==> src/hw/score_pkg.sv <==
/* Score arithmetic constants and control states. Material sums are 20 bits signed,
   which covers any board of 64 legal pieces with room to spare */
package score_pkg;

   localparam int ACC_WIDTH = 20;     // Width of mg and eg material sums

   // Middlegame and endgame scores travel together
   typedef struct packed {
      logic signed [ACC_WIDTH-1:0] mg;
      logic signed [ACC_WIDTH-1:0] eg;
   } score_pair_t;

   // White piece values by piece code, black is the negation
   localparam score_pair_t PIECE_VALUE [8] = '{
      '{mg:    0, eg:   0},          // Empty
      '{mg:   82, eg:  94},          // Pawn
      '{mg:  337, eg: 281},          // Knight
      '{mg:  365, eg: 297},          // Bishop
      '{mg:  477, eg: 512},          // Rook
      '{mg: 1025, eg: 936},          // Queen
      '{mg:    0, eg:   0},          // King, no material weight
      '{mg:    0, eg:   0}           // Code 7 unused
   };

   // Game phase
   localparam int PHASE_MAX   = 62;  // Clamp for the non-pawn count
   localparam int PHASE_WIDTH = 6;   // Holds 0 to 62

   // Division by 62 done as multiply then shift
   localparam int SCALE_SHIFT = 20;
   localparam int SCALE_MUL   = (1 << SCALE_SHIFT) / PHASE_MAX;   // 16912, floored

   localparam int BLEND_LATENCY = 5; // Register stages in the blend pipeline

   // Control sequence
   typedef enum logic [2:0] {
      IDLE        = 3'd0,            // Waiting for a board_valid edge
      WAIT_ATTACK = 3'd1,            // Board captured, attack tables pending
      WAIT_EVAL   = 3'd2,            // Evaluators running
      WAIT_DRAIN  = 3'd3,            // Blend pipeline filling
      HOLD        = 3'd4             // Result presented until clear_eval
   } eval_state_e;

endpackage

==> src/hw/board_pkg.sv <==
/* Board encoding shared by the evaluator and its testbench. Piece code 7 is not a legal
   piece: it scores no material but still counts toward the game phase */
package board_pkg;

   // Piece type codes, 0 to 6
   typedef enum logic [2:0] {
      EMPTY  = 3'd0,
      PAWN   = 3'd1,
      KNIGHT = 3'd2,
      BISHOP = 3'd3,
      ROOK   = 3'd4,
      QUEEN  = 3'd5,
      KING   = 3'd6
   } piece_type_e;

   // One square, 4 bits
   typedef struct packed {
      logic        black;       // 1 for a black piece
      piece_type_e kind;        // Piece type on the square
   } piece_t;

   localparam int NUM_SQUARES = 64;   // Full 8x8 board

   // Square 0 sits in the low nibble
   typedef piece_t [NUM_SQUARES-1:0] board_t;

endpackage
==> src/hw/material_eval.sv <==
`timescale 1ns/1ps
/* Sums signed material in two register stages. The board must stay steady from
   start until done; material is only meaningful while done is high */
module material_eval
(
   input  logic                   clk,
   input  logic                   reset,
   input  board_pkg::board_t      board,
   input  logic                   start,
   input  logic                   clear,
   output score_pkg::score_pair_t material,
   output logic                   done
);
   import board_pkg::*;
   import score_pkg::*;

   localparam int GROUPS     = 8;                    // One group per rank
   localparam int GROUP_SIZE = NUM_SQUARES / GROUPS;

   score_pair_t square_value [NUM_SQUARES];          // Signed value per square
   score_pair_t group_next   [GROUPS];               // Rank sums before stage one
   score_pair_t group_sum    [GROUPS];               // Stage one registers
   score_pair_t total_next;                          // Board sum before stage two
   logic        start_d;                             // Start delayed one cycle

   // Table lookup, black pieces negated
   always_comb
   begin
      for (int sq = 0; sq < NUM_SQUARES; sq++)
      begin
         square_value[sq] = PIECE_VALUE[board[sq].kind];
         if (board[sq].black)
         begin
            square_value[sq].mg = -PIECE_VALUE[board[sq].kind].mg;
            square_value[sq].eg = -PIECE_VALUE[board[sq].kind].eg;
         end
      end
   end

   // Eight squares per group
   always_comb
   begin
      for (int g = 0; g < GROUPS; g++)
      begin
         group_next[g] = '0;
         for (int k = 0; k < GROUP_SIZE; k++)
         begin
            group_next[g].mg = group_next[g].mg + square_value[g*GROUP_SIZE + k].mg;
            group_next[g].eg = group_next[g].eg + square_value[g*GROUP_SIZE + k].eg;
         end
      end
   end

   always_ff @(posedge clk)
   begin
      group_sum <= group_next;                        // Stage one
   end

   // Fold the eight group results
   always_comb
   begin
      total_next = '0;
      for (int g = 0; g < GROUPS; g++)
      begin
         total_next.mg = total_next.mg + group_sum[g].mg;
         total_next.eg = total_next.eg + group_sum[g].eg;
      end
   end

   always_ff @(posedge clk)
   begin
      material <= total_next;                         // Stage two
   end

   // Done two cycles after start, held until clear
   always_ff @(posedge clk)
   begin
      if (reset)
      begin
         start_d <= 1'b0;
         done    <= 1'b0;
      end
      else
      begin
         start_d <= start;
         if (clear)
            done <= 1'b0;
         else if (start_d)
            done <= 1'b1;
      end
   end

endmodule

==> config.mk <==
export PLATFORM = sky130hd
export DESIGN_NAME = material_eval
export DESIGN_NICKNAME = d
export VERILOG_FILES = /design/src/hw/score_pkg.sv /design/src/hw/board_pkg.sv /design/src/hw/material_eval.sv
export SDC_FILE = /design/constraint.sdc
export NUM_CORES = 2
export LEC_CHECK = 0
export BUFFER_PORTS_ARGS = -buffer_cell sky130_fd_sc_hd__buf_2
export CORE_MARGIN = 1.5
export CORE_UTILIZATION = 40
export CTS_CLUSTER_SIZE = 14
export DETAILED_ROUTE_END_ITERATION = 8
export GPL_TIMING_DRIVEN = 0
export SLEW_MARGIN = 20
export SYNTH_ARGS = -nofsm -noshare
export SYNTH_HDL_FRONTEND = slang
export SYNTH_SLANG_ARGS = --single-unit
==> constraint.sdc <==
create_clock -name clk -period 17.15 [get_ports clk]
set_clock_uncertainty 0.1 [all_clocks]
set_input_delay 0.8575 -clock clk [delete_from_list [all_inputs] [get_ports clk]]
set_output_delay 0.8575 -clock clk [all_outputs]
set_load 0.01 [all_outputs]
# After elaboration in Yosys (flattened, before gate mapping)
# Memory sizes are Yosys's and may differ from the RTL's.
# Cells that the tools add are included.
[op_classes]
addsub = 254
magnitude_cmp = 64
mux = 192
bitwise_logic = 64
n_reduce_logical = 1
[ops]
columns = ["op", "count"]
rows = [
  ["40-bit 2-to-1 mux", 192],
  ["20-bit negation", 128],
  ["20-bit adder", 126],
  ["4-bit >= comparator, second input constant", 64],
  ["3-bit NOT with 4-bit output", 64],
  ["2-bit OR reduction", 1],
]
[word_totals]
reg_bits = 362
rom_bits = 20480
inputBits = 260
output_inout_bits = 41
elab_cells = 659
mem_count = 64
[memory_table]
columns = ["memory", "depth", "word_bits", "read_ports", "rd_ports_with_merged_regs", "wr", "line", "text"]
rows = [
  ["(no name shown)", 8, 40, 1, 0, 0, "material_eval.sv:35", "square_value[sq].eg = -PIECE_VALUE[board[sq].kind].eg;"],
  ["(no name shown)", 8, 40, 1, 0, 0, "material_eval.sv:35", ""],
  ["(no name shown)", 8, 40, 1, 0, 0, "material_eval.sv:35", ""],
  ["(no name shown)", 8, 40, 1, 0, 0, "material_eval.sv:35", ""],
  ["(no name shown)", 8, 40, 1, 0, 0, "material_eval.sv:35", ""],
  ["(no name shown)", 8, 40, 1, 0, 0, "material_eval.sv:35", ""],
  ["58 more memories", "-", "-", "-", "-", "-", "-", ""],
]

# Logic depth before layout (Yosys ltp)
[logic_depth]
ltp_word = 13
mapped_depth = 27
mapped_depth_nobuf = 26

# Worst setup path after synthesis
# OpenSTA, ideal clock, no wires.
[synth_timing]
kind = "input to register"
startpoint = "in board[185] (netlist bit)"
endpoint = "reg group_sum[116] (netlist bit)"
setup_ns = 0.119
arrival_time_ns = 6.524
t_required_ns = 16.931
slack_ns = 10.407
cell_stages = 24
path_buffers = 1
path_cell_list = "inv_1 > ha_1 > clkbuf_1 > nand2_1 > ha_1 > ha_1 > inv_1 > mux2i_1 > fa_1 > fa_1 > fa_1 > inv_1 > fa_1 > inv_1 > ha_1 > fa_1 > a21o_1 > a21oi_2 > o21ai_1 > o311ai_2 > a21boi_1 > or2_1 > a221o_1 > xor2_1"
[synth_rtl]
columns = ["item", "line", "text"]
rows = [
  ["from (decl)", "material_eval.sv:8", "input board_pkg::board_t board,"],
  ["to (signal assigned)", "material_eval.sv:56", "group_sum <= group_next;"],
  ["to (decl)", "material_eval.sv:22", "score_pair_t group_sum [GROUPS];"],
]

==> out/results.ini <==
[logic_synthesis]
synth_ff_type=dfxtp_1
synth-seq-cells=362
synthTopCellsByArea=fa_1 37%, ha_1 11%, inv_1 9.8%, dfxtp_1 6.8%, xnor2_1 6.2%
synth_nets=15610
synth.avg_cell_area_um2=8.585
synth_edf_count=0
synthCells=12410
yosysTopAreaCell=fa_1
synth_warnings=0
async_flop_share_pct=0
synth_cell_types=94
syn_area_mm2=0.1065
synth-seq-area-share_pct=6.803
synth_top_area_share_pct=37.12

[layout]
final_cell_mix=2774 x inv_1, 1975 x fa_1, 1053 x nand2_1, 970 x ha_1, 753 x xnor2_1
layout_commonest_cell=inv_1
final_nets=15930
syn_to_final_growth_pct=7.009
drive_gt1_share_pct=3.464

[critical_path]
cpMaxStageDelayCell=fa_1
path_delay_family=adder cells
critPathKind=primary input to register
required_ps=17540
end_kind=register
worst_ep_arrival_time_ps=7850
critPathMaxStageDelay_ps=630
worst-path-buf-inv=6
path_max_fanout=8
cp-start-kind=primary input

[die]
die_w_um=519.1
io_pins=301
dieHeight_um=519.1
row_count=189
die_area_mm2=0.2694
core_area_mm2=0.2651
initial_utilization_pct=40.18

[routing]
drc=36
via_per_inst=5.165
wirelength_um=370300
wl_met2_um=167900
highest_layer=met5
vias=84250
wl_per_cell_um=22.70
drt-met1-wl_um=158900
first_pass_iters=8
drt_iter0_markers=7402
met3RoutedLength_um=22870
drt.antenna.violating_nets=0

[run]
cap_violations=0

[cts]
cts-root-buf=clkbuf_16
htree_levels=2
cts_tree=done
clkLatencyLatePin_ps=650
clk_pin_slew_ps=70
cts_setup_buffers=0
ctsResizeCount=0
cts.sinks=362
postCtsHoldBufs=0
cts_buffers=46
cts_buffer_depth=3

[grt]
grt_use_total_pct=27.54
grt_pass1_vias=85590
grt_overflow=0
grt_start_max_net_pins=15
antenna_found_initial=44
grt_pass1_wl_um=552600

[run_status]
status=complete, but fails checks
violations=design-rule violations

[sta]
post-route-period-util_pct=43.47
fmax_mhz=134.1
tns_ps=0
period_minus_slack_ps=7455
worst_pin_slew_ps=1055
rsz0062_at_grt=false
hold_violations=0
drv_slew=0
setup_viol=0
max_slew_margin_pct=28.77

[place]
place_congestion=1.033
port_buffers=266
dp_hpwl_um=334400

[hold_path]
hold_path_class=primary input to register

-- cells in the mapped netlist, drive strengths merged, types with 20 or more instances --
cell    count
a211oi     37
a21boi     65
a21o      193
a21oi     691
a31oi      99
and2       97
and3       20
buf        39
clkbuf    263
dfxtp     362
fa       1975
ha        970
inv      2798
mux2i     102
nand2    1053
nand2b    148
nand3     157
nor2      725
nor2b     186
nor3       70
o211ai     48
o21a      204
o21ai     573
o21bai     30
o22ai      24
o31a       47
o31ai      65
or3        23
xnor2     753
xor2      333
-- metrics by stage --
stage | cells | hold WS, ps | cell area [µm²] | utilization, % | setup WS, ps
6_report | 16310 | 291.6 | 114000 | 43.00 | 9695
5_1_grt | 16300 | 272.4 | 114000 | 42.99 | 9317
4_1_cts | 16290 | 255.1 | 113900 | 42.98 | 9759
3_5_place_dp | 16210 | 362.1 | 112300 | 42.35 | 9108
3_3_place_gp | 16210 | 349.9 | 112300 | 42.35 | 9130
2_1_floorplan | 12410 | 338.0 | 106500 | - | 10410
-- layer usage --
metal	track usage, %	vias to the layer above
met5	0	-
met4	12.28	38
met3	3.199	609
met2	44.10	2968
met1	37.39	41540
li1	-	39090
-- path summary, 6_finish.rpt --
kind	start	to	slack [ps]	depth (start not counted)
worst max-delay path	board[157]	group_sum[159]$_DFF_P_	9700	26
worst min-delay path	clear	done$_SDFFE_PP0P_	290	2
worst max register to register	group_sum[42]$_DFF_P_	material[18]$_DFF_P_	11330	15
worst min register to register	start_d$_SDFF_PP0_	done$_SDFFE_PP0P_	370	2
-- flip-flops by register name (all words and copies together), names as in the netlist --
register and count:
group_sum 320, material 40, start_d 1, done 1
-- cell type report --
class,instances,area (µm²)
Fill cell,26800,151100
Multi-Input combinational cell,8929,87560
Inverter,2815,10570
Sequential cell,362,7247
Tap cell,3533,4420
Timing Repair Buffer,266,1331
Clock buffer,56,1209
Buffer,302,1149
Clock inverter,28,455.4
Antenna cell,20,50.05
-- cells by family (layout without fill, tap and decap cells) --
logic type	count (synthesis)	in the layout	share of synthesized area [%]
other	0	20	0
buffers and inverters	3117	3467	11.00
DFF	362	362	6.803
adders and majority gates	2945	2945	48.51
xor gates and xnor gates	1086	1086	8.929
muxes	113	113	1.096
AOI/OAI and AO/OA	2231	2231	13.04
and+or+nand+nor	2554	2554	10.63
Power is not shown: default switching activity piles up to over one toggle a cycle in this logic, so the estimate is an artifact.
