==> src/hw/score_pkg.sv <==
/* Score arithmetic constants and control states. Material sums are 20 bits signed,
   which covers any board of 64 legal pieces with room to spare */
package score_pkg;

   localparam int ACC_WIDTH = 20;     // Width of mg and eg material sums

   // Middlegame and endgame scores travel together
   typedef struct packed {
      logic signed [ACC_WIDTH-1:0] mg;
      logic signed [ACC_WIDTH-1:0] eg;
   } score_pair_t;

   // White piece values by piece code, black is the negation
   localparam score_pair_t PIECE_VALUE [8] = '{
      '{mg:    0, eg:   0},          // Empty
      '{mg:   82, eg:  94},          // Pawn
      '{mg:  337, eg: 281},          // Knight
      '{mg:  365, eg: 297},          // Bishop
      '{mg:  477, eg: 512},          // Rook
      '{mg: 1025, eg: 936},          // Queen
      '{mg:    0, eg:   0},          // King, no material weight
      '{mg:    0, eg:   0}           // Code 7 unused
   };

   // Game phase
   localparam int PHASE_MAX   = 62;  // Clamp for the non-pawn count
   localparam int PHASE_WIDTH = 6;   // Holds 0 to 62

   // Division by 62 done as multiply then shift
   localparam int SCALE_SHIFT = 20;
   localparam int SCALE_MUL   = (1 << SCALE_SHIFT) / PHASE_MAX;   // 16912, floored

   localparam int BLEND_LATENCY = 5; // Register stages in the blend pipeline

   // Control sequence
   typedef enum logic [2:0] {
      IDLE        = 3'd0,            // Waiting for a board_valid edge
      WAIT_ATTACK = 3'd1,            // Board captured, attack tables pending
      WAIT_EVAL   = 3'd2,            // Evaluators running
      WAIT_DRAIN  = 3'd3,            // Blend pipeline filling
      HOLD        = 3'd4             // Result presented until clear_eval
   } eval_state_e;

endpackage

==> src/hw/board_pkg.sv <==
/* Board encoding shared by the evaluator and its testbench. Piece code 7 is not a legal
   piece: it scores no material but still counts toward the game phase */
package board_pkg;

   // Piece type codes, 0 to 6
   typedef enum logic [2:0] {
      EMPTY  = 3'd0,
      PAWN   = 3'd1,
      KNIGHT = 3'd2,
      BISHOP = 3'd3,
      ROOK   = 3'd4,
      QUEEN  = 3'd5,
      KING   = 3'd6
   } piece_type_e;

   // One square, 4 bits
   typedef struct packed {
      logic        black;       // 1 for a black piece
      piece_type_e kind;        // Piece type on the square
   } piece_t;

   localparam int NUM_SQUARES = 64;   // Full 8x8 board

   // Square 0 sits in the low nibble
   typedef piece_t [NUM_SQUARES-1:0] board_t;

endpackage
==> src/hw/phase_count.sv <==
`timescale 1ns/1ps
/* Game phase from the count of non-pawn pieces, kings included, clamped to 62.
   Any code other than empty or pawn counts */
module phase_count
(
   input  logic                              clk,
   input  logic                              reset,
   input  board_pkg::board_t                 board,
   input  logic                              start,
   input  logic                              clear,
   output logic [score_pkg::PHASE_WIDTH-1:0] phase,
   output logic                              done
);
   import board_pkg::*;
   import score_pkg::*;

   localparam int HALF       = NUM_SQUARES / 2;
   localparam int HALF_WIDTH = $clog2(HALF + 1);     // Counts 0 to 32

   logic [NUM_SQUARES-1:0] officer_mask;             // Non-empty, non-pawn squares
   logic [HALF_WIDTH-1:0]  count_lo_next, count_hi_next;
   logic [HALF_WIDTH-1:0]  count_lo, count_hi;       // Stage one
   logic [HALF_WIDTH:0]    count_sum;                // Whole board, up to 64
   logic                   start_d;

   always_comb
   begin
      for (int sq = 0; sq < NUM_SQUARES; sq++)
         officer_mask[sq] = (board[sq].kind != EMPTY) && (board[sq].kind != PAWN);
   end

   // Population count, low and high half separately
   always_comb
   begin
      count_lo_next = '0;
      count_hi_next = '0;
      for (int i = 0; i < HALF; i++)
      begin
         count_lo_next = count_lo_next + HALF_WIDTH'(officer_mask[i]);
         count_hi_next = count_hi_next + HALF_WIDTH'(officer_mask[HALF + i]);
      end
   end

   assign count_sum = count_lo + count_hi;

   always_ff @(posedge clk)
   begin
      count_lo <= count_lo_next;
      count_hi <= count_hi_next;
      if (count_sum > PHASE_MAX)                      // Clamp at the phase limit
         phase <= PHASE_WIDTH'(PHASE_MAX);
      else
         phase <= count_sum[PHASE_WIDTH-1:0];
   end

   // Same two-cycle done as the material sum
   always_ff @(posedge clk)
   begin
      if (reset)
      begin
         start_d <= 1'b0;
         done    <= 1'b0;
      end
      else
      begin
         start_d <= start;
         if (clear)
            done <= 1'b0;
         else if (start_d)
            done <= 1'b1;
      end
   end

endmodule

==> config.mk <==
export PLATFORM = sky130hd
export DESIGN_NAME = phase_count
export DESIGN_NICKNAME = d
export VERILOG_FILES = /design/src/hw/score_pkg.sv /design/src/hw/board_pkg.sv /design/src/hw/phase_count.sv
export SDC_FILE = /design/constraint.sdc
export NUM_CORES = 1
export LEC_CHECK = 0
export ABC_CLOCK_PERIOD_IN_PS = 12200
export BUFFER_PORTS_ARGS = -buffer_cell sky130_fd_sc_hd__clkbuf_2
export CAP_MARGIN = 20
export CORE_AREA = 2 2 102 104
export DETAILED_ROUTE_END_ITERATION = 8
export DIE_AREA = 0 0 104 106
export GPL_ROUTABILITY_DRIVEN = 0
export HOLD_SLACK_MARGIN = 0.06
export SETUP_SLACK_MARGIN = 0.1
export SYNTH_ARGS = -nofsm -noshare
export SYNTH_HDL_FRONTEND = slang
export SYNTH_SLANG_ARGS = --single-unit
==> constraint.sdc <==
create_clock -name clk -period 12.2 [get_ports clk]
set_input_delay 2.44 -clock clk [delete_from_list [all_inputs] [get_ports clk]]
set_output_delay 2.44 -clock clk [all_outputs]
set_load 0.1 [all_outputs]
; ---- Word-level counts from Yosys, hierarchy flattened
; Index checks and enable logic that the tools add are counted.
[totals]
ff_bits = 20
latch_bits = 0
ramBits = 0
rom_bits = 0
input_bits = 260
output_inout_bits = 7
memories = 0
[classes]
addsub = 63
multipliers = 0
div_mod_pow = 0
n_lt_le_gt_ge = 1
n_eq_ne = 64
shift = 0
n_mux = 0
n_bitwise = 0
reduce_logical = 129
[ops]
columns = operator, n
row1 = $add 6x1->6, 52
row2 = $ne 3x1->1 const B, 64
row3 = $reduce_bool 3->1, 64
row4 = $logic_and 1x1->1, 64
row5 = $add 5x1->6, 2
row6 = $add 4x1->5, 2
row7 = $add 3x1->4, 2
row8 = $add 6x6->7, 1
row9 = $gt 7x6->1 const B, 1
row10 = $add 2x1->3, 2
row11 = $add 1x1->2, 2
row12 = $reduce_or 2->1, 1

; ---- Depth between registers and ports, before layout
; Gate-level depths: netlist (run 1).
[depth]
word_depth = 33
depth_mapped = 17
ltp_nobuf = 17

; ---- Worst setup path before layout (run 1)
; Ideal clock, no wire load.
[synth_timing]
path_type = input to register
startpoint = input port board[30] (netlist name)
endpoint = register count_lo[4]
setup_ps = 72
arrival_time_ps = 6661
required_time_ps = 12128
slack_ps = 5467
cell_stages = 13
cell_sequence = nor2_1 > fa_1 > fa_1 > fa_1 > fa_1 > fa_1 > inv_1 > fa_1 > ha_1 > fa_1 > a21o_1 > a21oi_1 > xnor2_1
[synth_via]
elab_chain_len = 27
elab_cells_between_ends = 28
classes_between = add/sub (25) / eq/ne (1) / reduce/logical (2)
[synth_lines]
columns = item, line
row1 = "start, declared", phase_count.sv:8  ; input board_pkg::board_t board,
row2 = $ne 3x1->1 or $reduce_bool 3->1 (tied branches), phase_count.sv:29  ; officer_mask[sq] = (board[sq].kind != EMPTY) && (board[sq].kind != PAWN);
row3 = $logic_and 1x1->1 (*), phase_count.sv:29
row4 = $add 6x1->6 (*) (25 in a row), phase_count.sv:39  ; count_lo_next = count_lo_next + HALF_WIDTH'(officer_mask[i]);
row5 = via count_lo_next[4], phase_count.sv:21  ; logic [HALF_WIDTH-1:0] count_lo_next, count_hi_next;
row6 = "end signal, assigned", phase_count.sv:48  ; count_lo <= count_lo_next;
row7 = "end, declared", phase_count.sv:22  ; logic [HALF_WIDTH-1:0] count_lo, count_hi;
; Mark *: on every way through the listed nets, which the timed path passes. The rest lies on a longest branch.
; A chain may end at the register's enable or synchronous reset.

; ---- Final worst setup path (run 1)
; Ends and elaborated chain as after synthesis.

==> results.txt, run 1 <==
outcome: complete, no violations
clk slew on worst S/H paths: 0.07 ns
startpoint type of the worst setup path: input pin
R2R depth: 7
WP buf/inv: 2
TNS Setup: 0 ns
Leak: 1.83 nW
Min-Delay Path Class: reg -> reg
FF-to-FF Start: count_hi[0]
syn nets: 593
share of cells above drive strength 1: 38.2%
first-pass GRT wire length: 8520 um
Post-Syn Instances: 264
RR Endpoint: phase[0]
Worst-Margin Slew: 0.543 ns
final setup fails: 0
Ports: 267
port bufs: 138
hold path depth: 2
Crit Path Class: in -> reg
GRT Total Usage: 9.37%
Inserted Diodes: 0
Initial DRC Count: 29
minimum clock period: 6.73 ns
vias per std cell: 3.85
die width: 104 um
drt wl/cell: 8.98 um
hold slack: 0.481 ns
crit-path max cell delay: 0.56 ns
Most common cell on crit path: fa_1
Post-CTS Setup Repair Bufs: 0
Net count, final: 736
CTS max path bufs: 2
Placed Area: 0.00331 sq mm
achievable frequency: 148 MHz
CTS Hold Buffers Added: 0
Crit path arrival time: 6.92 ns
P per Cell Area: 271 mW/mm^2
clock tree from TritonCTS: yes
post-route ant nets: 0
Detail Placement HPWL: 4720 um
H-tree levels: 1
drt drc: 0
Die ar.: 0.0110 sq mm
crit-path max FO: 2
Yosys warning count: 0
first-pass detailed-route iteration total: 4
Worst-Skew Late Latency: 0.25 ns
Root Buffer: clkbuf_8
critical path, cell by cell: clkbuf_2 > nor2_1 > fa_1 > fa_1 > fa_1 > fa_1 > fa_1 > inv_1 > fa_1 > ha_1 > fa_1 > a21o_1 > a21oi_1 > xnor2_1
Via Count: 2087
post-synth design cell area: 0.00245 sq mm
total power: 914 uW
Hold Path End: done
initial antenna violation count: 0
CTS sink count: 20
clock skew: 0.00197 ns
Die Height: 106 um
MaxCap Viol Count: 0
RSZ-0062 raised after global routing: false
Seq cells post-synth: 20
CP top delay family: adder cells
post-cts sizing count: 0
Seq/Total Area, Yosys: 16.3%
Final Max Slew Viols: 0
fin area: 0.00337 sq mm
syn avg cell area: 9.29 sq um
grt total ovfl: 0
CTS Buf Count: 3
Final Hold Vio Count: 0
slew margin rel.: 63.9%
Tcrit/Tclk final: 55.2%
Peak VDD IR: 0.161 mV
Rows: 37
slowest cell on the critical path: fa_1
Critical Path RT: 12.39 ns
crit end category: flip-flop
Core Area: 0.0100 sq mm
Reg2Reg Setup Slack: 10.28 ns
HP Start: start_d
Starting Density: 24.5%
largest net degree at the start of global routing: 12
WL final: 4870 um
P&R area growth vs syn: 37.3%
fin util: 33.7%
Fill cells: 1105
vias in the first global route: 2193
count of cell types in the netlist: 26
-- placed cells by master (no fill, tap or decap) --
master / instances
a211oi_1: 1
a21o_1: 5
a21oi_1: 5
a221oi_1: 1
a31oi_1: 1
and2b_2: 1
clkbuf_2: 138
clkbuf_8: 4
dfxtp_1: 20
fa_1: 49
ha_1: 20
inv_1: 62
nand2_1: 6
nand2b_1: 1
nand3_1: 1
nor2_1: 56
nor2b_1: 3
nor3_1: 1
nor3b_1: 3
o21a_1: 2
o21ai_0: 1
o21ai_1: 1
o21bai_1: 1
o311a_1: 2
or2_1: 1
or2_2: 12
xnor2_1: 6
xor2_1: 2
-- final cells by class --
class / count / area, sq um / share of cell area [%]
Clock buffer: 4 / 55.1 / 1.63
Inverter: 62 / 233 / 6.91
Multi-Input combinational cell: 182 / 1820 / 54.0
Tap cell: 136 / 170 / 5.05
Timing Repair Buffer: 138 / 691 / 20.5
Sequential cell: 20 / 400 / 11.9
-- Yosys cell counts --
cell type	number	area, sq um
nor2_1	56	210
nor3_1	1	5.00
nand3_1	1	5.00
a21o_1	5	37.5
xor2_1	2	17.5
nor3b_1	3	22.5
nor2b_1	3	18.8
and2b_2	1	8.76
o21bai_1	1	7.51
dfxtp_1	20	400
o21a_1	2	15.0
o21ai_0	1	5.00
ha_1	20	250
o311a_1	2	20.0
xnor2_1	6	52.6
nand2_1	6	22.5
a221oi_1	1	8.76
fa_1	49	981
a21oi_1	5	25.0
a31oi_1	1	6.26
nand2b_1	1	6.26
inv_1	62	233
o21ai_1	1	5.00
or2_2	12	75.1
or2_1	1	6.26
a211oi_1	1	7.51
-- power by group --
group	internal, mW	switching (mW)	leakage [nW]	total [mW]
registers	0.112	0.0103	0.168	0.122
clock network	0.0287	0.0200	0.0288	0.0487
logic	0.331	0.412	1.63	0.743
total	0.472	0.442	1.83	0.914
-- worst min-delay path, stage by stage, from the launching register on --
cell and delay (ns):
dfxtp_1 0.31, nor2_1 0.08, nor3_1 0.05
-- worst max-delay path by stage --
stage | slack, ns | to | depth (start not counted) | startpoint
2_1_floorplan | 5.47 | count_lo[4] | 13 | board[30]
3_3_place_gp | 5.21 | count_lo[4] | 14 | board[30]
3_5_place_dp | 5.17 | count_lo[4] | 14 | board[30]
4_1_cts | 5.43 | count_lo[4] | 14 | board[30]
5_1_grt | 5.20 | count_lo[4] | 14 | board[30]
6_report | 5.47 | count_lo[4] | 14 | board[30]
-- routing by layer --
| layer | up-vias | GRT usage [%] | share of wire [%] | wire, um |
|---|---|---|---|---|
| met1 | 928 | 11.4 | 43 | 2090 |
| li1 | 1070 | - | - | - |
| met2 | 83 | 17.0 | 47 | 2290 |
| met3 | 6 | 1.90 | 8.7 | 423 |
| met4 | 0 | 2.32 | 1.3 | 63 |
| met5 | - | 0 | 0 | 0 |
-- logic make-up (layout without fill, tap and decap cells) --
| kind of cell | Yosys count | count (layout) | synth area share, % |
|---|---|---|---|
| xor+xnor | 8 | 8 | 2.86 |
| simple gates | 85 | 85 | 15.5 |
| compound gates | 20 | 20 | 5.61 |
| fa+ha+maj | 69 | 69 | 50.2 |
| flops | 20 | 20 | 16.3 |
| buf+inv | 62 | 204 | 9.49 |
-- stage by stage --
stage          setup slack (ns)  cells
2_1_floorplan              5.47    264
3_3_place_gp               5.21    538
3_5_place_dp               5.17    538
4_1_cts                    5.43    542
5_1_grt                    5.20    542
6_report                   5.47    542
-- state kept, by name, summed over array words and instances, names as in the netlist --
signal,flops
start_d,1
count_hi,6
phase,6
done,1
count_lo,6
(Power assumes the default switching activity.)
==> run 2: changes to the inputs <==
--- a/config.mk
+++ b/config.mk
@@ -5,12 +5,12 @@
 export SDC_FILE = /design/constraint.sdc
 export NUM_CORES = 1
 export LEC_CHECK = 0
-export ABC_CLOCK_PERIOD_IN_PS = 12200
+export ABC_CLOCK_PERIOD_IN_PS = 5600
 export BUFFER_PORTS_ARGS = -buffer_cell sky130_fd_sc_hd__clkbuf_2
 export CAP_MARGIN = 20
-export CORE_AREA = 2 2 102 104
+export CORE_AREA = 2 2 105 107
 export DETAILED_ROUTE_END_ITERATION = 8
-export DIE_AREA = 0 0 104 106
+export DIE_AREA = 0 0 107 109
 export GPL_ROUTABILITY_DRIVEN = 0
 export HOLD_SLACK_MARGIN = 0.06
 export SETUP_SLACK_MARGIN = 0.1
==> constraint.sdc (replaced) <==
create_clock -name clk -period 5.6 [get_ports clk]
set_input_delay 1.12 -clock clk [delete_from_list [all_inputs] [get_ports clk]]
set_output_delay 1.12 -clock clk [all_outputs]
set_load 0.1 [all_outputs]
==> run 2 against run 1 <==
Final cell count increased by 1.7%. Clock skew increased by 0.0039 ns. First-iteration DRC count decreased by 17%. Sequential power increased by 120%. Largest cell class unchanged.
==> results.txt, run 2 (synthesized netlist as in run 1, its figures left out) <==
final setup fails: 0 (unchanged)
initial antenna violation count: 0 (unchanged)
commonest non-fill, non-tap cell in the layout: clkbuf_2
Starting Density: 23.1% (-1.4 points)
non-filler cells in the finished layout: 551 (+1.7%)
Inserted Diodes: 0 (unchanged)
crit-path max cell delay: 0.57 ns (about the same)
Crit Path Class: in -> reg
grt total ovfl: 0 (unchanged)
Via Count: 2115 (+1.3%)
Crit path arrival time: 5.46 ns (-1.46 ns)
FF-to-FF Start: count_lo[0]
first-pass GRT wire length: 8030 um (-5.8%)
Root Buffer: clkbuf_8
DP Cell Count: 547 (+1.7%)
post-route ant nets: 0 (unchanged)
Ports: 267 (unchanged)
Critical Path RT: 5.79 ns (-6.60 ns)
most used routing layer: met2
most frequent cells in the layout: clkbuf_2 (138), inv_1 (62), nor2_1 (55)
CTS Hold Buffers Added: 0 (unchanged)
Core Area: 0.0106 sq mm (+6.0%)
Worst-Skew Late Latency: 0.26 ns (about the same)
met1 usage: 11.0% (-0.31 points)
Die Height: 109 um (+2.8%)
Post-CTS Setup Repair Bufs: 0 (unchanged)
vias in the first global route: 2007 (-8.5%)
outcome: complete, no violations
CP Depth: 16 (+2)
clk slew on worst S/H paths: 0.07 ns (about the same)
fin util: 32.4% (-1.3 points)
WL final: 4830 um (-0.74%)
RR Endpoint: phase[0]
WP buf/inv: 4 (+2)
Reg2Reg Setup Slack: 3.72 ns (-6.56 ns)
met3 usage: 1.85% (-0.048 points)
CP Launch Point: board[61]
Tcrit/Tclk final: 94.2%
slew margin rel.: 64.1% (+0.12 points)
Detail Placement HPWL: 4730 um (+0.21%)
clock tree from TritonCTS: yes
first-pass detailed-route iteration total: 4 (unchanged)
Worst-Margin Slew: 0.541 ns (-0.00179 ns)
drt wl/cell: 8.77 um (-2.4%)
clock skew: 0.00583 ns (+0.00387 ns)
Fill cells: 1133 (+2.5%)
Placed Area: 0.00336 sq mm (+1.3%)
crit-path max FO: 2 (unchanged)
Peak VDD IR: 0.347 mV (+120%)
vias per std cell: 3.84 (-0.31%)
minimum clock period: 5.27 ns
Rows: 38 (+2.7%)
CP Capture Point: count_lo[4]
H-tree levels: 1 (unchanged)
achievable frequency: 190 MHz
Final Hold Vio Count: 0 (unchanged)
Net count, final: 741 (+0.68%)
CP top delay family: adder cells
port bufs: 138 (unchanged)
MaxCap Viol Count: 0 (unchanged)
RSZ-0062 raised after global routing: false
fin area: 0.00344 sq mm (+2.1%)
largest net degree at the start of global routing: 13 (+1)
CTS sink count: 20 (unchanged)
crit end category: flip-flop
critical path, cell by cell: clkbuf_2 > nor2_1 > fa_1 > inv_1 > fa_1 > inv_1 > fa_1 > fa_1 > fa_1 > inv_1 > fa_1 > ha_2 > fa_2 > a21o_1 > a21oi_2 > xnor2_1
Final Max Slew Viols: 0 (unchanged)
GRT Total Usage: 8.47% (-0.90 points)
Leak: 1.86 nW (+1.6%)
P per Cell Area: 638 mW/mm^2 (+140%)
CTS Buf Count: 3 (unchanged)
Regs by FF count: count_hi x6, count_lo x6, phase x6
drt drc: 0 (unchanged)
slowest cell on the critical path: fa_1
M2 GR Usage: 14.7% (-2.3 points)
Min-Delay Path Class: reg -> reg
die width: 107 um (+2.9%)
Initial DRC Count: 24 (-17%)
P&R area growth vs syn: 40.2%
Die ar.: 0.0117 sq mm (+5.8%)
CTS max path bufs: 2 (unchanged)
share of cells above drive strength 1: 39.9% (+1.7 points)
Most common cell on crit path: fa_1
R2R depth: 7 (unchanged)
startpoint type of the worst setup path: input pin
## run 2: worst min path at each step
stage                       start    to  slack, ns  depth (start not counted)
after floorplan           start_d  done       0.44                          2
after global placement    start_d  done       0.45                          2
after detailed placement  start_d  done       0.46                          2
after CTS                 start_d  done       0.47                          2
after global routing      start_d  done       0.52                          2
final                     start_d  done       0.46                          2
## run 2: layout make-up
| type | instances | area [sq um] | share of cell area, % |
|---|---|---|---|
| sequential | 20 | 400 | 11.6 |
| clock inverter | 1 | 30.0 | 0.873 |
| clock buffer | 3 | 41.3 | 1.20 |
| timing repair buffer | 143 | 728 | 21.2 |
| tap | 140 | 175 | 5.09 |
| inverter | 62 | 233 | 6.77 |
| multi-input combinational | 182 | 1830 | 53.2 |
## run 2: stage by stage
stage	setup slack [ns]	total power [mW]	hold WS, ns	setup TNS (ns)
floorplan	0.187	1.63	0.438	0
global placement	-0.0436	2.04	0.450	-0.0436
detailed placement	-0.129	2.07	0.462	-0.133
CTS	0.142	2.23	0.471	0
global route	0.115	2.50	0.516	0
finish	0.326	2.20	0.464	0
## run 2: worst reg2reg max path: stages, from the launching register on
cell	delay, ns
dfxtp_1	0.32
ha_1	0.16
inv_1	0.05
fa_1	0.39
nand2b_1	0.17
a21oi_1	0.20
xnor2_1	0.11
o311a_1	0.35
## run 2: repair_timing
action / 4_1_cts / 5_1_grt
resized for setup: 0 / 4
hold endpoints to repair: 0 / 0
setup endpoints to repair: 0 / 2
## run 2: power breakdown
part	switching, mW	total [mW]	internal (mW)
Clock	0.0442	0.140	0.0954
Sequential	0.0233	0.267	0.244
Combinational	0.941	1.79	0.847
Total	1.01	2.20	1.19
## run 2: metal layers
metal / part of all wire (%) / wire [um]
met1: 43 / 2080
met4: 0.70 / 34
met2: 47 / 2280
met5: 0 / 0
met3: 9.0 / 436
