### src/hw/score_pkg.sv
/* Score arithmetic constants and control states. Material sums are 20 bits signed,
   which covers any board of 64 legal pieces with room to spare */
package score_pkg;

   localparam int ACC_WIDTH = 20;     // Width of mg and eg material sums

   // Middlegame and endgame scores travel together
   typedef struct packed {
      logic signed [ACC_WIDTH-1:0] mg;
      logic signed [ACC_WIDTH-1:0] eg;
   } score_pair_t;

   // White piece values by piece code, black is the negation
   localparam score_pair_t PIECE_VALUE [8] = '{
      '{mg:    0, eg:   0},          // Empty
      '{mg:   82, eg:  94},          // Pawn
      '{mg:  337, eg: 281},          // Knight
      '{mg:  365, eg: 297},          // Bishop
      '{mg:  477, eg: 512},          // Rook
      '{mg: 1025, eg: 936},          // Queen
      '{mg:    0, eg:   0},          // King, no material weight
      '{mg:    0, eg:   0}           // Code 7 unused
   };

   // Game phase
   localparam int PHASE_MAX   = 62;  // Clamp for the non-pawn count
   localparam int PHASE_WIDTH = 6;   // Holds 0 to 62

   // Division by 62 done as multiply then shift
   localparam int SCALE_SHIFT = 20;
   localparam int SCALE_MUL   = (1 << SCALE_SHIFT) / PHASE_MAX;   // 16912, floored

   localparam int BLEND_LATENCY = 5; // Register stages in the blend pipeline

   // Control sequence
   typedef enum logic [2:0] {
      IDLE        = 3'd0,            // Waiting for a board_valid edge
      WAIT_ATTACK = 3'd1,            // Board captured, attack tables pending
      WAIT_EVAL   = 3'd2,            // Evaluators running
      WAIT_DRAIN  = 3'd3,            // Blend pipeline filling
      HOLD        = 3'd4             // Result presented until clear_eval
   } eval_state_e;

endpackage

### src/hw/eval_control.sv
`timescale 1ns/1ps
/* Evaluation sequencer. Acts on a board_valid rising edge only, so a held level never
   starts a second run; eval_valid holds until clear_eval is seen in hold */
module eval_control
(
   input  logic clk,
   input  logic reset,
   input  logic board_valid,
   input  logic attack_done,
   input  logic clear_eval,
   input  logic material_done,
   input  logic phase_done,
   output logic capture,
   output logic start,
   output logic clear,
   output logic eval_valid
);
   import score_pkg::*;

   localparam int DRAIN_WIDTH = $clog2(BLEND_LATENCY) + 1;

   eval_state_e            state;
   logic                   board_valid_r;             // For edge detection
   logic [DRAIN_WIDTH-1:0] drain_cnt;                 // Cycles spent in wait_drain

   // Board loads on the edge itself
   assign capture = (state == IDLE) && board_valid && !board_valid_r;

   always_ff @(posedge clk)
   begin
      if (reset)
      begin
         state         <= IDLE;
         board_valid_r <= 1'b0;
         drain_cnt     <= '0;
         start         <= 1'b0;
         clear         <= 1'b0;
         eval_valid    <= 1'b0;
      end
      else
      begin
         board_valid_r <= board_valid;
         start         <= 1'b0;                       // Single-cycle pulses
         clear         <= 1'b0;
         case (state)
            IDLE:
            begin
               drain_cnt <= '0;
               if (capture)
                  state <= WAIT_ATTACK;
            end
            WAIT_ATTACK:
            begin
               if (attack_done)
               begin
                  start <= 1'b1;                      // Kick both evaluators
                  state <= WAIT_EVAL;
               end
            end
            WAIT_EVAL:
            begin
               if (material_done && phase_done)
                  state <= WAIT_DRAIN;
            end
            WAIT_DRAIN:
            begin
               drain_cnt <= drain_cnt + 1'b1;
               if (drain_cnt == DRAIN_WIDTH'(BLEND_LATENCY - 1))
               begin
                  state      <= HOLD;                 // Blend output now settled
                  eval_valid <= 1'b1;
               end
            end
            HOLD:
            begin
               if (clear_eval)
               begin
                  state      <= IDLE;
                  eval_valid <= 1'b0;
                  clear      <= 1'b1;                 // Drops the done levels
               end
            end
            default:
               state <= IDLE;
         endcase
      end
   end

endmodule

### config.mk
export PLATFORM = sky130hd
export DESIGN_NAME = eval_control
export DESIGN_NICKNAME = d
export VERILOG_FILES = /design/src/hw/score_pkg.sv /design/src/hw/eval_control.sv
export SDC_FILE = /design/constraint.sdc
export NUM_CORES = 1
export LEC_CHECK = 0
export ABC_AREA = 1
export BUFFER_PORTS_ARGS = -buffer_cell sky130_fd_sc_hd__buf_2
export CORE_AREA = 5 5 42 44
export CTS_CLUSTER_SIZE = 10
export DETAILED_ROUTE_END_ITERATION = 10
export DIE_AREA = 0 0 47 49
export GPL_TIMING_DRIVEN = 0
export SYNTH_ARGS = -nofsm -noshare
export SYNTH_HDL_FRONTEND = slang
export SYNTH_SLANG_ARGS = --single-unit
### constraint.sdc
create_clock -name clk -period 1.12 [get_ports clk]
set_input_delay 0 -clock clk [delete_from_list [all_inputs] [get_ports clk]]
set_output_delay 0 -clock clk [all_outputs]
set_load 0.05 [all_outputs]
# [Word level (Yosys, flattened, before mapping)]
# Cells that the tools add are included.
[classes] n_addsub=1 mul=0 n_div=0 order_cmp=0 n_eq_ne=10 shift=0 mux=12 bitwise=2 reduce_logical=11
[op_table] operator="$mux 3" count=5
[op_table] operator="$pmux 3 s5" count=1
[op_table] operator="$ne 2x2->1 const B" count=5
[op_table] operator="$pmux 4 s2" count=1
[op_table] operator="$eq 3x2->1 const B" count=2
[op_table] operator="$reduce_and 5->1" count=1
[op_table] operator="$add 4x1->4 const B" count=1
[op_table] operator="$eq 4x3->1 const B" count=1
[op_table] operator="$mux 1" count=4
[op_table] operator="$reduce_bool 2->1" count=2
[op_table] operator="$reduce_or 2->1" count=2
[op_table] operator="$eq 3x1->1 const B" count=1
[op_table] operator="$eq 3x3->1 const B" count=1
[op_table] operator="$logic_and 1x1->1" count=3
[op_table] operator="$logic_not 3->1" count=1
[op_table] operator="$reduce_and 3->1" count=1
[op_table] operator="$not 1->1" count=2
[op_table] operator="$pmux 1 s2" count=1
[op_table] operator="$logic_not 1->1" count=1
[word_totals] regBits=11 latchBits=0 ramBits=0 romBits=0 in_bits=7 elab_cells=42 mem_count=0

# [Longest topological paths before layout]
# Gate-level depths: netlist (run 1).
[logic_depth] depth_word=5 depth_mapped=8 mapped_depth_nobuf=8

# [Worst setup path before layout (run 1)]
# OpenSTA, ideal clock, no wires.
[synth_timing] kind="register to output" from="register state[2]" to="output port capture" arrival_ns=1.371 slack_ns=-0.251 path_stages_with_launch=4 cell_sequence="dfxtp_1 -> nor2_1 -> nand2_1 -> nor2_1"
[synth_via] elab_chain_len=3
[synth_rtl] item="start, declared" line="eval_control.sv:22" text="eval_state_e state;"
[synth_rtl] item="start signal, assigned" line="eval_control.sv:33" text="state <= IDLE;"
[synth_rtl] item="start signal, assigned" line="eval_control.sv:50" text="state <= WAIT_ATTACK;"
[synth_rtl] item="start signal, assigned" line="eval_control.sv:57" text="state <= WAIT_EVAL;"
[synth_rtl] item="$logic_not 3->1" line="eval_control.sv:27" text="assign capture = (state == IDLE) && board_valid && !board_valid_r;"
[synth_rtl] item="$logic_and 1x1->1 (2 in a row)" line="eval_control.sv:27"
[synth_rtl] item="end, declared" line="eval_control.sv:13" text="output logic capture,"
# Every way passes these cells.

# [Worst setup path after layout (run 1)]
[layout_timing] from="register state[2]" to="register state[0]"
[layout_via] elab_chain_len=5
[layout_rtl] item="$logic_not 3->1" line="eval_control.sv:27, eval_control.sv:45"
[layout_rtl] item="$logic_and 1x1->1 (2 in a row)" line="eval_control.sv:27"
[layout_rtl] item="$ne 2x2->1 (no line)"
[layout_rtl] item="$reduce_and 5->1 (no line)"
# Parallel ways exist; a longest one is shown, timed or not.
# A chain may end at the register's enable or synchronous reset.

==> results of run 1 <==
[state kept, by name, indices dropped and copies added, names as in the netlist]
| register | count |
|---|---|
| board_valid_r | 1 |
| clear | 1 |
| start | 1 |
| drain_cnt | 4 |
| state | 3 |
| eval_valid | 1 |
[synth_stat cells]
master     n
nand3_1   11
or2_2      1
nand3_2    1
nand3b_1   1
nor3_1     2
nand2_2    2
a21oi_2    1
inv_1     10
nor2_1     6
a21oi_1    7
o21ai_0    2
a211oi_1   1
xor2_1     1
o21ai_1    1
clkbuf_1   1
nand2_1   11
nor2_2     1
a21o_2     1
dfxtp_1   11
ha_1       2
[power by group]
group | internal (mW) | switching [mW] | total, mW
combinational | 0.340 | 0.389 | 0.729
clock | 0.138 | 0.146 | 0.283
sequential | 0.448 | 0.0579 | 0.506
[cells by family after synthesis]
| logic type | after synthesis | share of synthesized area |
|---|---|---|
| flip-flops | 11 | 0.406 |
| AND/OR/NAND/NOR | 36 | 0.316 |
| buffers and inverters | 11 | 0.0762 |
| AO/OA/AOI/OAI | 13 | 0.139 |
| adder cells (fa/ha/maj) | 2 | 0.0462 |
| XOR/XNOR | 1 | 0.0162 |
[metal layers]
layer	track usage	wire, um	up-vias
met5	0	0	-
li1	-	-	297
met4	0.0783	21	0
met3	0.0443	43	4
met1	0.152	598	269
met2	0.238	786	10
[what timing repair did]
action,CTS,global route
pin swaps,6,6
endpoints found under the hold margin,4,0
endpoints found under the setup margin,9,6
gates resized for setup,24,10
hold buffers,4,0
buffers inserted,7,2
[per-stage QoR]
step	setup TNS, ns	std cells	utilization
after floorplan	0	74	-
after global placement	-0.614	100	0.442
after detailed placement	-0.670	100	0.442
after CTS	-0.0223	115	0.583
after global routing	-0.403	117	0.636
final	-0.115	117	0.636
[final timing paths]
kind | start | cells after the start | to
min reg2reg | drain_cnt[3] | 2 | drain_cnt[3]
max | state[2] | 7 | state[0]
min | phase_done | 6 | state[1]
max reg2reg | state[2] | 7 | state[0]
[layout make-up]
type                       count  share of cell area
buffer                         1             0.00421
clock buffer                   4              0.0295
inverter                      10              0.0421
multi-input combinational     52               0.423
sequential                    11               0.263
tap                           16              0.0225
timing repair buffer          23               0.216
[worst max-delay path, delay by kind of cell (launching register included)]
| family | cells | cell delay (ns) |
|---|---|---|
| buf+inv | 3 | 0.30 |
| flops | 1 | 0.37 |
| compound gates | 1 | 0.11 |
| simple gates | 3 | 0.31 |
==> results.md, run 1 <==
- Worst stage delay on the critical path: about 0.37 ns
- Register bit total from synthesis: 11
- Grt ovf: 0
- Tot Pwr: 1.52 mW
- Tot GR Track Use: 0.143
- Area contributors post-synth: dfxtp_1 41%, nand3_1 10%, nand2_1 7.6%, inv_1 6.9%, a21oi_1 6.5%
- FILL cells: 126
- Worst vdd ir: 1.01 mV
- CTS sink count: 11
- Post-synthesis cell area: 542 um^2
- Initial cell density of the core: 0.387
- Placed cell area: 619 um^2
- Critical setup path kind: flop to flop
- Wirelength, routed: approximately 1500 um
- Setup crit end kind: flop
- Outcome: complete, but fails checks
- Crit path DAT: roughly 1.4 ns
- Yosys cell types: 20
- Dpl hpwl: 796 um
- Max_slew headroom: 0.686
- Core area: 1400 um^2
- Worst hold path type: primary input to flop
- FF-to-FF setup slack: -0.05 ns
- DRT Pass-1 Iters: 4
- Slew @ Worst Pin: 0.471 ns
- Startpoint types: flop
- Fmax: 0.851 GHz
- Initial antenna violation count: 0
- Total of max-cap violations: 0
- Area of the die: 2300 um^2
- First-pass GRT wire length: 2370 um
- Final Setup Violations: 3
- Vias in the first global route: 559
- Num CTS Buffers: 3
- DRC viols: 0
- Multi-input logic area: 377 um^2
- Most frequent cells in the layout: 9 x nand2_1, 9 x buf_2, 8 x nand3_1
- Syn avg cell area: 7.32 um^2
- WL/cell: 12.4 um
- Vias: 580
- Worst EP required: 1.31 ns
- Hold slack: 0.222 ns
- Min Tclk post-route: between 1 and 1.5 ns
- Final ANT Viol Nets: 0
- Largest net degree at the start of global routing: 11
- CTS tree: built
- Row count: 14
- Die X: roughly 47 um
- Mapped Nets: slightly above 80
- Share of layout cells above drive strength 1: 0.485
- Count of pins over their slew limit: 0
- Crit-path max FO: 4
- Post-route cell area: 891 um^2
- Initial DRC count: 10
- Clock Skew: 0.00588 ns
- DR vias/cell: 4.96
- Final nets: 111
- Post-synth top area cell: dfxtp_1
- Final worst path period share: 1.05
- # diodes: 0
- CTS max path bufs: 2
- Pleak: 0.380 nW
- Sequential share of the synthesized area: 0.406
- Gp weighted congestion: 0.745
- Final hold violations: 0
- Num ports: 11
- Die height: ~49 um
- Synthesis warning total: 0
- Setup WS post-layout: -0.0548 ns
- # port buffers: 10
- Share of the synthesized area in the top cell type: 0.406
- Pwr Density: 1700 nW/um^2
- CP Cell Sequence: buf_12 > nor2_4 > nand2_4 > buf_4 > nand2_1 > inv_1 > a21oi_1
- Failing checks: setup timing
- Worst-path clk slew: 0.08 ns
- Mapped Cells: 74
- Clock Latency Late Sink: 0.27 ns
- Clock Tree Root: clkbuf_4
- FF/Latch Area: 234 um^2
- Setup Slack @ Placement: -0.118 ns
- H-tree Lvls: 1
- Slowest CP cell: dfxtp_4
- Layout area overhead: 64.4%
- RSZ-0062 raised after global routing: true
(Power assumes the default switching activity.)
==> inputs of run 2 (changes only) <==
- PLACE_DENSITY_LB_ADDON: unset -> 0.08
==> run 2 against run 1 <==
Net effect: register-to-register slack got worse by 0.04 ns; combinational power down 3.8%; clock skew shrank 0.00051 ns; the flow still finishes with violations (setup timing); clock-buffer cell count stayed put; worst hold slack improved by 0.038 ns; critical path type unchanged; die area stayed put; flip-flop and latch count did not move; largest cell class unchanged; wire length is essentially flat; critical path depth increased by 1; first-iteration DRC count is 80% lower; via count fell by 1.4%.
==> results.md, run 2 (synthesis results as in run 1) <==
- Failing checks: setup timing
- Slew @ Worst Pin: 0.546 ns
- Wirelength, routed: 1450 um
- Share of layout cells above drive strength 1: 0.485
- CTS sink count: 11
- Final Setup Violations: 4
- Placed instance count: 100
- Tot Pwr: approximately 1.5 mW
- RSZ-0062 raised after global routing: true
- DRC viols: 0
- Gp weighted congestion: 0.732
- Startpoint types: flop
- Max reg flops: 4
- Crit path DAT: between 1 and 1.5 ns
- CTS max path bufs: 2
- Pwr Density: 1730 nW/um^2
- Setup crit end kind: flop
- Final worst path period share: 1.09
- Vias in the first global route: 541
- Core area: between 1000 and 1500 um^2
- Final core occ: 0.617
- Most frequent cells in the layout: 10 x nand2_1, 9 x buf_2, 9 x buf_4
- Initial DRC count: 2
- Critical setup path kind: flop to flop
- Multi-input logic area: ~380 um^2
- FILL cells: 132
- Num CTS Buffers: 3
- Outcome: complete, but fails checks
- WL/cell: 12.4 um
- Count of pins over their slew limit: 0
- Clock Tree Root: clkbuf_4
- Dpl hpwl: 770 um
- Fmax: 0.822 GHz
- Clock Skew: ~0.0054 ns
- Grt ovf: 0
- Vias: 572
- Final TNS setup: -0.161 ns
- Clock Latency Late Sink: 0.28 ns
- Biggest regs: drain_cnt (4), state (3)
- Num ports: 11
- Initial antenna violation count: 0
- Setup WS post-layout: -0.0972 ns
- Max_slew headroom: 0.636
- Placed cell area: 619 um^2
- # port buffers: 10
- Final ANT Viol Nets: 0
- Crit-path max FO: 3
- Post-route cell area: 865 um^2
- Die height: 49 um
- DR vias/cell: between 4 and 5
- Largest net degree at the start of global routing: 11
- Tot GR Track Use: 0.128
- Area of the die: 2300 um^2
- # diodes: 0
- Die X: 47 um
- Worst-path clk slew: 0.07 ns
- Final nets: around 110
- Hold slack: 0.260 ns
- Most flop-heavy register: drain_cnt
- H-tree Lvls: 1
- CTS tree: built
- First-pass GRT wire length: approximately 2100 um
- Worst EP required: 1.32 ns
- Pleak: 0.379 nW
- Worst hold path type: primary input to flop
- Layout area overhead: 59.6%
- Setup Slack @ Placement: -0.139 ns
- Commonest non-fill, non-tap cell in the layout: nand2_1
- FF/Latch Area: ~230 um^2
- Row count: 14
- Initial cell density of the core: 0.387
- Final hold violations: 0
- Min Tclk post-route: roughly 1.2 ns
- Final Instance Count excl. Fillers: roughly 120
- Worst vdd ir: roughly 0.95 mV
- DRT Pass-1 Iters: 4
- Total of max-cap violations: 0
==> run 2: layout make-up <==
type / count / area share
multi-input combinational: 52 / 0.438
sequential: 11 / 0.271
timing repair buffer: 23 / 0.190
inverter: 10 / 0.0434
clock buffer: 4 / 0.0304
tap: 16 / 0.0232
buffer: 1 / 0.00434
==> run 2: power breakdown <==
part / internal [mW] / total [mW] / switching (mW)
clock network: 0.138 / 0.282 / 0.144
logic: 0.292 / 0.701 / 0.408
registers: 0.448 / 0.508 / 0.0600
==> run 2: worst max-delay path: stages, from the launching register on <==
cell	delay (ns)
dfxtp_2	0.33
inv_2	0.07
ha_4	0.13
nand3_4	0.07
nand2_4	0.10
nand2_4	0.06
nor2_4	0.13
nand3_2	0.09
a21oi_2	0.15
==> run 2: layer usage <==
| layer | track usage | up-vias | wire length, um | share of wire |
|---|---|---|---|---|
| met1 | 0.148 | 254 | 549 | 0.38 |
| met4 | 0.0691 | 0 | 48 | 0.033 |
| met2 | 0.192 | 12 | 783 | 0.54 |
| li1 | - | 300 | - | - |
| met3 | 0.0554 | 6 | 68 | 0.047 |
| met5 | 0 | - | 0 | 0 |
==> run 2: final timing paths <==
check                     from  cells after the start       endpoint  slack [ns]
setup / recovery  drain_cnt[0]                      8       state[0]        -0.1
hold / removal           reset                      3  board_valid_r        0.26
hold reg to reg   drain_cnt[3]                      2   drain_cnt[3]        0.49
setup reg to reg  drain_cnt[0]                      8       state[0]        -0.1
==> run 2: repair_timing <==
action	CTS	global route
setup endpoints to repair	9	7
hold buffers	4	0
pin swaps	8	8
buffers inserted	5	4
hold endpoints to repair	4	0
resized for setup	20	14
==> inputs of run 3 (changes only) <==
- CELL_PAD_IN_SITES_DETAIL_PLACEMENT: unset -> 1
- CELL_PAD_IN_SITES_GLOBAL_PLACEMENT: unset -> 2
- CORE_AREA: 5 5 42 44 -> unset
- CORE_ASPECT_RATIO: unset -> 1.4
- CORE_MARGIN: unset -> 5
- CORE_UTILIZATION: unset -> 25
- DIE_AREA: 0 0 47 49 -> unset
==> run 3 against run 2 <==
Net effect: the run still ends with setup timing left; register-to-register slack gained 0.07 ns; flip-flop and latch count is the same; non-clock buffer count grew 2; die area grew 39%; sequential power is essentially flat; clock-buffer cell count is the same; first-iteration DRC count grew to 2.5 times the previous value; critical path depth is the same; maximum frequency grew 6.5%; setup slack gained 0.075 ns; via count grew 0.52%; cell area grew 4.1%; largest power group unchanged.
==> results.md, run 3 (synthesis results as in run 1) <==
- Outcome: complete, but fails checks
- Failing checks: setup timing
- Initial cell density of the core: 0.255
- Pleak: between 0.3 and 0.4 nW
- Crit-path max FO: 3
- Max reg flops: 4
- Clock Latency Late Sink: between 0.2 and 0.3 ns
- Final Setup Violations: 2
- Num CTS Buffers: 3
- Wirelength, routed: roughly 1500 um
- Hold slack: 0.213 ns
- CTS tree: built
- Pwr Density: 1680 nW/um^2
- # port buffers: 10
- Tot Pwr: 1.51 mW
- WL/cell: approximately 12 um
- CP endpoint: state[0]
- Vias in the first global route: approximately 630
- Setup crit end kind: flop
- RSZ-0062 raised after global routing: true
- Count of pins over their slew limit: 0
- Worst-path clk slew: about 0.07 ns
- Final TNS setup: -0.0419 ns
- Core area: 2130 um^2
- Max_slew headroom: 0.634
- Tot GR Track Use: 0.104
- Share of layout cells above drive strength 1: 0.515
- Final nets: between 100 and 150
- Initial DRC count: 5
- DRT Pass-1 Iters: 3
- Most frequent cells in the layout: 11 x buf_4, 9 x nand2_1, 9 x buf_2
- Initial antenna violation count: 0
- Reg2Reg Depth: 8
- Worst reg2reg path endpoint: state[0]
- Total of max-cap violations: 0
- Layout area overhead: 66.1%
- Worst vdd ir: 0.758 mV
- Num ports: 11
- R2R Path Start: drain_cnt[0]
- Largest net degree at the start of global routing: 11
- Worst EP required: 1.32 ns
- H-tree Lvls: 1
- Clock Tree Root: clkbuf_4
- CTS max path bufs: 2
- DR vias/cell: 4.60
- Area of the die: 3210 um^2
- DRC viols: 0
- Hold path cells: 6
- Clock Skew: about 0.0017 ns
- Final worst path period share: 1.02
- Final core occ: 0.423
- FF-to-FF setup slack: -0.02 ns
- Row count: 20
- Startpoint types: flop
- Dpl hpwl: 1030 um
- Vias: 575
- Crit path DAT: 1.34 ns
- Die height: 65.1 um
- Setup crit start: drain_cnt[0]
- CTS sink count: 11
- Setup WS post-layout: -0.0224 ns
- Die X: 49.3 um
- Slew @ Worst Pin: 0.548 ns
- Final hold violations: 0
- Commonest non-fill, non-tap cell in the layout: buf_4
- Critical setup path kind: flop to flop
- Final ANT Viol Nets: 0
- Grt ovf: 0
- Biggest regs: drain_cnt (4), state (3)
- Fmax: 0.875 GHz
- Most flop-heavy register: drain_cnt
- Min Tclk post-route: 1.14 ns
- First-pass GRT wire length: 2530 um
- # diodes: 0
- Worst hold path type: primary input to flop
- Gp weighted congestion: 0.712
[run 3: cell count changes in the layout (fill, tap and decap cells not counted), sizes merged]
cell / before / now
buf: 19 / 21
[run 3: timing repair]
item / 4_1_cts / 5_1_grt
hold buffers: 4 / 0
endpoints found under the hold margin: 4 / 0
pin swaps: 6 / 9
endpoints found under the setup margin: 9 / 8
resized for setup: 26 / 11
buffers inserted: 7 / 4
[run 3: area by class of cell]
| cell class | instances | area (um^2) |
|---|---|---|
| fillers | 271 | 1230 |
| multi-input cells | 52 | 388 |
| flip-flops and latches | 11 | 234 |
| repair buffers | 25 | 183 |
| inverters | 10 | 37.5 |
| well taps | 22 | 27.5 |
| clock buffers | 4 | 26.3 |
| plain buffers | 1 | 3.75 |
[run 3: worst max-delay path, stage by stage, from the launching register on]
cell and delay, ns:
dfxtp_2 0.33, inv_2 0.07, ha_4 0.13, nand3_4 0.08, nand2_4 0.10, nand2_4 0.06, nor2_4 0.12, nand3_2 0.07
a21oi_2 0.10
[run 3: per-layer routing]
metal	global-route usage	vias to the layer above	wire, um
li1	-	301	-
met1	0.103	268	576
met2	0.194	4	899
met3	0.0207	2	33
met4	0.0606	0	15
met5	0	-	0
[run 3: report_power, final]
group          internal [mW]  switching, mW
Sequential             0.448         0.0604
Clock                  0.138          0.139
Combinational          0.319          0.404
Total                  0.905          0.603
[run 3: worst min path at each step]
stage               endpoint        start
6_report            state[1]   phase_done
5_1_grt             state[1]   phase_done
4_1_cts             state[1]   phase_done
3_5_place_dp   board_valid_r  board_valid
3_3_place_gp   board_valid_r  board_valid
2_1_floorplan  board_valid_r  board_valid
[run 3: per-stage QoR]
step | setup WS [ns] | instances | instance area (um^2)
floorplan | 0.00554 | 74 | 549
global placement | -0.196 | 106 | 627
detailed placement | -0.185 | 106 | 627
CTS | -0.0439 | 121 | 821
global route | -0.114 | 125 | 900
finish | -0.0224 | 125 | 900
